**config.mk**
```make
export PLATFORM = sky130hd
export DESIGN_NAME = bloom_filter_top
export DESIGN_NICKNAME = d
export VERILOG_FILES = /design/src/bf_pkg.sv /design/src/event_queue.sv /design/src/bucket_update.sv /design/src/bucket_sequencer.sv /design/src/bloom_filter_top.sv
export SDC_FILE = /design/constraint.sdc
export NUM_CORES = 1
export LEC_CHECK = 0
export BUFFER_PORTS_ARGS = -buffer_cell sky130_fd_sc_hd__buf_2
export CAP_MARGIN = 25
export CORE_AREA = 2 2 233 235
export CTS_CLUSTER_SIZE = 24
export DETAILED_ROUTE_END_ITERATION = 8
export DIE_AREA = 0 0 235 237
export PLACE_DENSITY_LB_ADDON = 0.1
export REMOVE_ABC_BUFFERS = 1
export SLEW_MARGIN = 20
export SYNTH_ARGS = -nofsm -noshare
export SYNTH_HDL_FRONTEND = slang
export SYNTH_SLANG_ARGS = --single-unit
```
**constraint.sdc**
```tcl
create_clock -name clk -period 15.05 [get_ports clk]
set_clock_uncertainty 0.15 [all_clocks]
set_input_delay 2.2575 -clock clk [delete_from_list [all_inputs] [get_ports clk]]
set_output_delay 2.2575 -clock clk [all_outputs]
set_load 0.01 [all_outputs]
```
**src/bf_pkg.sv**
```systemverilog
package bf_pkg;

   // bucket geometry of one SRAM record
   localparam int bucket_bits  = 4;
   localparam int num_buckets  = 12;
   localparam int record_width = bucket_bits * num_buckets;  // 48

   localparam int hash_width   = 19;

   typedef logic [bucket_bits-1:0]  bucket_t;
   typedef logic [record_width-1:0] record_t;  // bucket 11 in the top nibble
   typedef logic [hash_width-1:0]   hash_t;

   typedef enum logic {
      ev_data = 1'b0,  // increment bucket 11
      ev_ack  = 1'b1   // decrement highest nonzero bucket
   } event_kind_t;

   // event as it enters the design and sits in the FIFO, 39 bits
   typedef struct packed {
      event_kind_t kind;
      hash_t       hash0;
      hash_t       hash1;
   } bf_event_t;

   typedef enum logic [2:0] {
      st_idle,    // wait for an event
      st_read,    // read strobe out
      st_wait,    // wait for rd_vld
      st_update,  // record through bucket_update
      st_write    // write strobe out
   } seq_state_t;

endpackage

```
**src/event_queue.sv**
```systemverilog
module event_queue #(
   parameter int DEPTH_BITS = 3
) (
   input  logic              clk,
   input  logic              rst_n,
   input  logic              push,
   input  bf_pkg::bf_event_t push_ev,
   input  logic              pop,
   output bf_pkg::bf_event_t head_ev,
   output logic              not_empty,
   output logic              full
);

   localparam int depth = 1 << DEPTH_BITS;

   bf_pkg::bf_event_t     mem [depth];
   logic [DEPTH_BITS-1:0] wr_ptr;
   logic [DEPTH_BITS-1:0] rd_ptr;
   logic [DEPTH_BITS:0]   count;   // one extra bit so that depth fits
   logic                  do_push;
   logic                  do_pop;

   // a push while full is dropped
   assign do_push = push && !full;
   assign do_pop  = pop && not_empty;

   // storage
   always_ff @(posedge clk) begin
      if (do_push) begin
         mem[wr_ptr] <= push_ev;
      end
   end

   always_ff @(posedge clk or negedge rst_n) begin
      if (!rst_n) begin
         wr_ptr <= '0;
         rd_ptr <= '0;
         count  <= '0;
      end else begin
         if (do_push) begin
            wr_ptr <= wr_ptr + 1'b1;  // wraps at depth
         end
         if (do_pop) begin
            rd_ptr <= rd_ptr + 1'b1;
         end
         case ({do_push, do_pop})
            2'b10:   count <= count + 1'b1;
            2'b01:   count <= count - 1'b1;
            default: count <= count;  // none, or push and pop together
         endcase
      end
   end

   // fall-through head, valid the cycle after the push edge
   assign head_ev   = mem[rd_ptr];
   assign not_empty = (count != '0);

   // count never exceeds depth, so the msb alone marks full
   assign full      = count[DEPTH_BITS];

endmodule

```
**src/bucket_update.sv**
```systemverilog
module bucket_update (
   input  logic                clk,
   input  logic                rst_n,
   input  logic                update_go,
   input  bf_pkg::event_kind_t kind,
   input  bf_pkg::record_t     rec_in,
   output bf_pkg::record_t     rec_out
);

   localparam int top_lsb = (bf_pkg::num_buckets - 1) * bf_pkg::bucket_bits;

   bf_pkg::record_t rec_next;

   // next record, combinational
   always_comb begin
      bf_pkg::bucket_t cur;
      logic            hit;

      rec_next = rec_in;
      hit      = 1'b0;

      if (kind == bf_pkg::ev_data) begin
         cur = rec_in[top_lsb +: bf_pkg::bucket_bits];
         if (cur != '1) begin  // saturate at 15
            rec_next[top_lsb +: bf_pkg::bucket_bits] = cur + 1'b1;
         end
      end else begin
         cur = '0;
         // priority search from bucket 11 down
         for (int i = bf_pkg::num_buckets - 1; i >= 0; i--) begin
            if (!hit && rec_in[i*bf_pkg::bucket_bits +: bf_pkg::bucket_bits] != '0) begin
               cur = rec_in[i*bf_pkg::bucket_bits +: bf_pkg::bucket_bits];
               rec_next[i*bf_pkg::bucket_bits +: bf_pkg::bucket_bits] = cur - 1'b1;
               hit = 1'b1;
            end
         end
         // all-zero record falls out unchanged
      end
   end

   // result valid one cycle after update_go
   always_ff @(posedge clk or negedge rst_n) begin
      if (!rst_n) begin
         rec_out <= '0;
      end else if (update_go) begin
         rec_out <= rec_next;
      end
   end

endmodule

```
**src/bucket_sequencer.sv**
```systemverilog
module bucket_sequencer #(
   parameter int ADDR_WIDTH = 19
) (
   input  logic                  clk,
   input  logic                  rst_n,

   // event queue side
   input  bf_pkg::bf_event_t     head_ev,
   input  logic                  not_empty,
   output logic                  pop,

   // SRAM read port
   output logic                  rd_req,
   output logic [ADDR_WIDTH-1:0] rd_addr,
   input  bf_pkg::record_t       rd_data,
   input  logic                  rd_vld,

   // SRAM write port
   output logic                  wr_req,
   output logic [ADDR_WIDTH-1:0] wr_addr,
   output bf_pkg::record_t       wr_data
);

   bf_pkg::seq_state_t    state;
   logic                  pass;      // 0 hash0 pass, 1 hash1 pass
   bf_pkg::bf_event_t     ev_q;      // event in flight
   logic [ADDR_WIDTH-1:0] cur_addr;  // record of the current pass
   bf_pkg::record_t       rec_q;     // captured read data
   bf_pkg::record_t       rec_new;   // updated record
   logic                  update_go;

   // take the head as soon as we are idle
   assign pop = (state == bf_pkg::st_idle) && not_empty;

   always_ff @(posedge clk or negedge rst_n) begin
      if (!rst_n) begin
         state <= bf_pkg::st_idle;
         pass  <= 1'b0;
      end else begin
         case (state)
            bf_pkg::st_idle: begin
               if (pop) begin
                  pass  <= 1'b0;
                  state <= bf_pkg::st_read;
               end
            end
            bf_pkg::st_read: begin
               state <= bf_pkg::st_wait;  // one read outstanding
            end
            bf_pkg::st_wait: begin
               if (rd_vld) begin
                  state <= bf_pkg::st_update;
               end
            end
            bf_pkg::st_update: begin
               state <= bf_pkg::st_write;
            end
            bf_pkg::st_write: begin
               if (!pass) begin
                  // second pass reads what this write left behind
                  pass  <= 1'b1;
                  state <= bf_pkg::st_read;
               end else begin
                  pass  <= 1'b0;
                  state <= bf_pkg::st_idle;
               end
            end
            default: begin
               state <= bf_pkg::st_idle;
            end
         endcase
      end
   end

   // event, address and read data registers
   always_ff @(posedge clk) begin
      if (pop) begin
         ev_q     <= head_ev;
         cur_addr <= head_ev.hash0[ADDR_WIDTH-1:0];
      end else if (state == bf_pkg::st_write && !pass) begin
         cur_addr <= ev_q.hash1[ADDR_WIDTH-1:0];  // switch to hash1
      end

      if (state == bf_pkg::st_wait && rd_vld) begin
         rec_q <= rd_data;
      end
   end

   assign update_go = (state == bf_pkg::st_update);

   bucket_update u_update (
      .clk       (clk),
      .rst_n     (rst_n),
      .update_go (update_go),
      .kind      (ev_q.kind),
      .rec_in    (rec_q),
      .rec_out   (rec_new)
   );

   // strobes straight from the state
   assign rd_req  = (state == bf_pkg::st_read);
   assign rd_addr = cur_addr;

   // write-back, rec_new is valid in st_write
   assign wr_req  = (state == bf_pkg::st_write);
   assign wr_addr = cur_addr;
   assign wr_data = rec_new;

endmodule

```
**src/bloom_filter_top.sv**
```systemverilog
module bloom_filter_top #(
   parameter int ADDR_WIDTH = 19,  // at most hash_width
   parameter int DEPTH_BITS = 3
) (
   input  logic                  clk,
   input  logic                  rst_n,

   // event input, ev_valid is lost while ev_full is high
   input  logic                  ev_valid,
   input  bf_pkg::bf_event_t     ev,
   output logic                  ev_full,

   // SRAM read
   output logic                  rd_req,
   output logic [ADDR_WIDTH-1:0] rd_addr,
   input  bf_pkg::record_t       rd_data,
   input  logic                  rd_vld,

   // SRAM write
   output logic                  wr_req,
   output logic [ADDR_WIDTH-1:0] wr_addr,
   output bf_pkg::record_t       wr_data
);

   bf_pkg::bf_event_t head_ev;
   logic              not_empty;
   logic              pop;

   event_queue #(
      .DEPTH_BITS (DEPTH_BITS)
   ) u_queue (
      .clk       (clk),
      .rst_n     (rst_n),
      .push      (ev_valid),
      .push_ev   (ev),
      .pop       (pop),
      .head_ev   (head_ev),
      .not_empty (not_empty),
      .full      (ev_full)
   );

   bucket_sequencer #(
      .ADDR_WIDTH (ADDR_WIDTH)
   ) u_seq (
      .clk       (clk),
      .rst_n     (rst_n),
      .head_ev   (head_ev),
      .not_empty (not_empty),
      .pop       (pop),
      .rd_req    (rd_req),
      .rd_addr   (rd_addr),
      .rd_data   (rd_data),
      .rd_vld    (rd_vld),
      .wr_req    (wr_req),
      .wr_addr   (wr_addr),
      .wr_data   (wr_data)
   );

endmodule

```
==> out/metrics.csv, run 1 <==
stage,metric,value,unit
sta,fmax,238,MHz
synth,ys_warn_count,0,
synth,synthSimpleGateAreaFrac,5.96,%
die,die_y,237,µm
die,start_util,34.7,%
synth,seq_area_frac_synth,73.3,%
cells_and_area,area_delta_synth_final,18.2,%
setup_path,crit_arrival,1.79,ns
routing,vias,9517,
power,power.leakage,7.69,nW
power,netSwitchingFraction,30.5,%
routing,route.detailed.drc,0,
clock_tree,cts.sinks,461,
synth,synth-edff-count,399,
synth,synth_top_family_by_area,multiplexers,
sta,slew_headroom,40.9,%
sta,finalCriticalPeriod,4.20,ns
routing,viasPerCell,4.86,
clock_tree,clk_latency,0.58,ns
global_route,antenna_found_initial,4,
synth,synth_compound_area_share,2.73,%
power,power_frac_comb,26.8,%
die,die_w,235,µm
clock_tree,cts.path.max_buffers,3,
cells_and_area,nNetsFinal,1333,
cells_and_area,drive_gt1_share,31.7,%
sta,worstMarginPinSlew,0.886,ns
setup_path,path_max_fanout,6,
placed_design,place_congestion,0.718,
clock_tree,cts_buffers,51,
routing,route.detailed.wl_per_inst,20.6,µm
routing,wirelength,40.3,mm
synth,synth_xor_area_share,1.47,%
cells_and_area,utilization,41.0,%
clock_tree,clk_pin_slew_worst_paths,0.06,ns
die,io-pin-count,180,
setup_path,cp-start-kind,flop,
power,p_seq_share,44.1,%
sta,slew_viol_final,0,
global_route,grt_max_degree,66,
cells_and_area,final_cell_mix,"edfxtp_1, buf_2, mux4_2",
power,worst_ir_drop_vdd,88.0,µV
sta,period_share,27.9,%
power,power.switching,0.00129,W
synth,synthMuxAreaShare,12.5,%
routing,drt_iter0_drc,431,
power,p_int,0.00293,W
global_route,groute.usage.overall,14.7,%
die,row_count,85,
sta,hold_viol_final,0,
sta,setup-violations-final,0,
clock_tree,h-tree-depth,2,
global_route,grt_overflow_total,0,
die,core_area,0.0533,mm²
setup_path,cp.required,12.64,ns
synth,syn_area,0.0185,mm²
synth,synth_flop_cell,edfxtp_1,
outcome,status,finished clean,
synth,async_flop_share,13.4,%
worst_hold_path,hp-class,reg -> reg,
synth,synth-seq-cells,461,
routing,first_pass_iters,4,
clock_tree,cts_hold_buffers,0,
placed_design,dp_hpwl,23.3,mm
synth,synthAdderAreaFrac,1.60,%
clock_tree,cts_tree,done,
global_route,grt_pass1_vias,9999,
placed_design,port_buffers,179,
clock_tree,cts_setup_buffers,0,
job,maxCapViolCount,0,
routing,ant_nets,0,
power,p_clk_share,29.0,%
sta,tns,0,ns
power,cellPowerDensity,193,mW/mm²
die,dieArea,0.0557,mm²
global_route,grt_pass1_wl,62.4,mm
sta,rsz0062_at_grt,no,
clock_tree,root_buffer,clkbuf_16,
synth,syn-mean-instance-area,17.9,µm²
synth,ys_types,50,
clock_tree,ctsResizeCount,0,
cells_and_area,layout_commonest_cell,edfxtp_1,
synth,syn_inst,1031,
setup_path,worstSetupEndpointType,output pin,
setup_path,path_class,reg -> out,
[logic make-up after synthesis]
group / count (synthesis)
xor gates and xnor gates: 31
and+or+nand+nor: 197
muxes: 128
DFF: 461
buffers and inverters: 100
AOI/OAI and AO/OA: 91
adders and majority gates: 23
[metrics by stage]
step | setup WS [ns] | hold WS [ns] | area (µm²) | total power, W | instances
after floorplan | 7.43 | 0.317 | 18100 | 0.00261 | 968
after global placement | 10.55 | 0.311 | 20100 | 0.00304 | 1860
after detailed placement | 10.55 | 0.316 | 20200 | 0.00307 | 1862
after CTS | 10.79 | 0.328 | 21800 | 0.00432 | 1957
after global routing | 10.74 | 0.341 | 21800 | 0.00447 | 1957
final | 10.85 | 0.324 | 21800 | 0.00422 | 1959
[routing by layer]
metal,GRT usage [%],vias to the layer above,wire (µm)
li1,-,4392,-
met1,19.6,4878,18400
met2,24.3,187,19300
met3,3.09,54,1790
met4,4.10,6,762
met5,0,-,37
[Yosys cell counts (all sizes together) (2+ instances only)]
library cell | instances | share of area (%)
a211oi | 2 | 0.081
a21oi | 4 | 0.11
a31oi | 18 | 0.61
and2 | 2 | 0.068
buf | 32 | 1.1
clkbuf | 31 | 0.63
dfrtp | 62 | 8.4
edfxtp | 399 | 65
ha | 22 | 1.5
inv | 37 | 0.75
mux2 | 24 | 1.5
mux2i | 25 | 1.4
mux4 | 79 | 9.6
nand2 | 67 | 1.4
nand2b | 6 | 0.22
nand3 | 13 | 0.35
nand4 | 8 | 0.39
nand4b | 5 | 0.24
nor2 | 35 | 0.71
nor2b | 3 | 0.10
nor3 | 12 | 0.33
nor3b | 11 | 0.77
nor4 | 10 | 0.34
nor4bb | 3 | 0.24
o21ai | 61 | 1.7
o311ai | 2 | 0.095
or3 | 11 | 0.37
or3b | 2 | 0.095
or4 | 5 | 0.20
xnor2 | 27 | 1.3
xor2 | 4 | 0.19
[layout make-up]
| type | instances | area, µm² |
|---|---|---|
| fillers | 4854 | 31400 |
| flip-flops and latches | 461 | 13500 |
| multi-input cells | 470 | 4570 |
| clock buffers | 63 | 1320 |
| repair buffers | 198 | 1080 |
| well taps | 696 | 871 |
| clock inverters | 32 | 315 |
| inverters | 37 | 139 |
| diodes | 2 | 5.00 |
[power groups by stage]
stage / clock (W) / sequential [W] / combinational [W]
floorplan: 0 / 0.00198 / 0.000631
detailed placement: 0 / 0.00189 / 0.00117
global placement: 0 / 0.00191 / 0.00112
finish: 0.00122 / 0.00186 / 0.00113
global route: 0.00132 / 0.00190 / 0.00126
CTS: 0.00127 / 0.00187 / 0.00118
[critical path, stage by stage (launching register included)]
cell and delay [ns]:
dfrtp_1 0.47, inv_1 0.13, or3_1 0.42, inv_1 0.08, buf_2 0.12
[flip-flops by register name, indices dropped and copies added, names as in the netlist]
| register | flops |
|---|---|
| u_queue.mem | 312 |
| u_seq.u_update.rec_out | 48 |
| u_seq.ev_q | 20 |
| u_queue.count | 4 |
| u_seq.rec_q | 48 |
| u_seq.pass | 1 |
| u_seq.rd_addr | 19 |
| u_queue.wr_ptr | 3 |
| u_seq.state | 3 |
| u_queue.rd_ptr | 3 |
[path summary, 6_finish.rpt]
| path | start | endpoint | slack [ns] | cells after the start |
|---|---|---|---|---|
| max in group asynchronous | rst_n | u_queue.rd_ptr[1] | 12.34 | 2 |
| setup reg to reg | u_seq.state[1] | u_queue.count[3] | 11.33 | 10 |
| min in group asynchronous | rst_n | u_seq.u_update.rec_out[35] | 1.73 | 2 |
| hold reg to reg | u_seq.u_update.rec_out[10] | u_seq.u_update.rec_out[10] | 0.32 | 2 |
| hold / removal | u_seq.u_update.rec_out[10] | u_seq.u_update.rec_out[10] | 0.32 | 2 |
| setup / recovery | u_seq.state[2] | wr_req | 10.85 | 4 |
Power figures use the tool's default switching activity.
==> run 2: changes to the inputs <==
Clock period 15.05 ns to 4 ns, I/O delays scaled along.
==> run 2 against run 1 <==
Effect of this change:
- sequential share of layout area is 0.89 points lower
- utilization is 0.60 points higher
- via count is 1.5% higher
- first-iteration DRC count is 42% higher
- non-clock buffer count is 39 higher
- worst hold slack worse by 0.28 ns
- routed wire length is 2.0% higher
- largest cell class unchanged
==> out/metrics.csv, run 2 (same netlist as run 1, synthesis figures left out) <==
stage,metric,value,unit
setup_path,rrSetupSlack,1.25,ns
die,die_y,237,µm
setup_path,r2r-start,u_seq.rec_q[24],
clock_tree,cts_buffers,51,
placed_design,place_congestion,0.754,
die,dieArea,0.0557,mm²
global_route,grt_pass1_wl,63.5,mm
worst_hold_path,hold_end,u_seq.rec_q[43],
clock_tree,cts_setup_buffers,0,
cells_and_area,largest_reg_flops,312,
setup_path,ff2ff_path_depth,7,
die,start_util,34.7,%
setup_path,crit_arrival,3.11,ns
cells_and_area,fill_cells,4865,
routing,first_pass_iters,4,
routing,route.detailed.wl_per_inst,20.6,µm
placed_design,port_buffers,179,
clock_tree,cts_tree,done,
routing,vias,9656,
power,power.leakage,7.84,nW
clock_tree,cts.path.max_buffers,3,
die,core_area,0.0533,mm²
cells_and_area,top_register,u_queue.mem,
cells_and_area,finalInstanceArea,0.0222,mm²
routing,ant_nets,0,
sta,fmax,363,MHz
sta,finalCriticalPeriod,2.75,ns
global_route,grt_overflow_total,0,
sta,period_share,68.9,%
setup_path,cp-start-kind,flop,
setup_path,path_max_fanout,9,
sta,worstMarginPinSlew,0.984,ns
sta,hold_viol_final,0,
routing,route.detailed.drc,0,
routing,wirelength,41.1,mm
clock_tree,cts.sinks,461,
cells_and_area,layout_commonest_cell,edfxtp_1,
routing,viasPerCell,4.83,
global_route,antenna_found_initial,3,
die,row_count,85,
die,io-pin-count,180,
cells_and_area,final_cell_mix,"edfxtp_1, buf_2, mux4_2",
clock_tree,root_buffer,clkbuf_16,
global_route,grt_pass1_vias,10300,
sta,rsz0062_at_grt,no,
power,cellPowerDensity,711,mW/mm²
job,maxCapViolCount,0,
worst_hold_path,hp-class,in -> reg,
placed_design,dp_hpwl,24.9,mm
sta,setup-violations-final,0,
global_route,grt_max_degree,66,
worst_hold_path,worstHoldPathCells,1,
setup_path,path_class,reg -> reg,
cells_and_area,nNetsFinal,1372,
cells_and_area,area_delta_synth_final,20.0,%
sta,slew_headroom,34.2,%
setup_path,cp.required,4.36,ns
setup_path,worstSetupEndpointType,flop,
clock_tree,clk_pin_slew_worst_paths,0.06,ns
sta,slew_viol_final,0,
placed_design,placed_area,0.0202,mm²
global_route,groute.usage.overall,15.0,%
routing,drt_iter0_drc,613,
clock_tree,clk_latency,0.60,ns
cells_and_area,drive_gt1_share,31.7,%
power,worst_ir_drop_vdd,398,µV
cells_and_area,utilization,41.6,%
outcome,status,finished clean,
die,die_w,235,µm
worst_hold_path,hold_path_startpoint,rd_data[43],
cells_and_area,largest_registers,"u_queue.mem: 312 flops, u_seq.rec_q: 48 flops, u_seq.u_update.rec_out: 48 flops",
setup_path,timing.rr.end,u_seq.u_update.rec_out[7],
clock_tree,h-tree-depth,2,
-- run 2: cell types whose count changed in the layout (fill, tap and decap cells not counted), moves of 4 or more --
cell / change
clkinv_2: +4
buf_4: +7
clkbuf_1: +4
bufinv_16: -4
clkinv_1: -9
dlygate4sd3_1: +31
-- run 2: through the flow --
step / total power, W / setup TNS, ns / setup slack [ns] / hold slack (ns) / cells
4_1_cts: 0.0161 / 0 / 1.20 / 0.000634 / 1995
3_3_place_gp: 0.0115 / 0 / 1.08 / 0.309 / 1869
3_5_place_dp: 0.0115 / 0 / 1.04 / 0.316 / 1870
2_1_floorplan: 0.00981 / -141.51 / -1.96 / 0.154 / 968
6_report: 0.0158 / 0 / 1.25 / 0.0435 / 1999
5_1_grt: 0.0167 / 0 / 1.09 / 0.0119 / 1995
-- run 2: where the power goes --
part	total (W)	switching, W	internal [W]	leakage (nW)
combinational	0.00417	0.00227	0.00191	2.68
sequential	0.00708	0.000669	0.00641	4.38
clock	0.00449	0.00193	0.00257	0.781
-- run 2: cell type report --
cell class	instances	area, µm²	share of cell area, %
Antenna cell	4	10.0	0.0452
Clock buffer	70	1390	6.27
Clock inverter	24	198	0.892
Inverter	37	139	0.627
Multi-Input combinational cell	470	4570	20.6
Sequential cell	461	13500	61.1
Tap cell	696	871	3.93
Timing Repair Buffer	237	1440	6.51
-- run 2: how the worst max path moves through the flow --
stage | slack (ns) | endpoint | cells after the start | startpoint
3_3_place_gp | 1.08 | u_queue.mem[6][13] | 5 | ev_valid
6_report | 1.25 | u_seq.u_update.rec_out[7] | 7 | u_seq.rec_q[24]
3_5_place_dp | 1.04 | u_queue.mem[6][0] | 5 | ev_valid
2_1_floorplan | -1.96 | u_seq.rec_q[0] | 1 | rd_vld
4_1_cts | 1.20 | u_seq.u_update.rec_out[7] | 7 | u_seq.rec_q[32]
5_1_grt | 1.09 | u_seq.u_update.rec_out[7] | 7 | u_seq.rec_q[45]
-- run 2: timing repair --
action	CTS	global route
hold buffers	31	0
hold endpoints to repair	58	0
gates resized for setup	0	0
-- run 2: routing by layer --
layer	track usage, %	vias up	share of wire (%)
met5	0	-	0
met4	4.26	0	1.9
met3	3.08	61	4.5
met2	25.2	197	49
met1	19.7	4923	45
li1	-	4475	-
-- run 2: critical path, stage by stage, from the launching register on --
cell and delay [ns]:
edfxtp_1 0.39, inv_1 0.12, ha_1 0.16, nor3b_2 0.39, nand4_2 0.34, or2_1 0.42
or4_1 0.52, a31oi_1 0.16
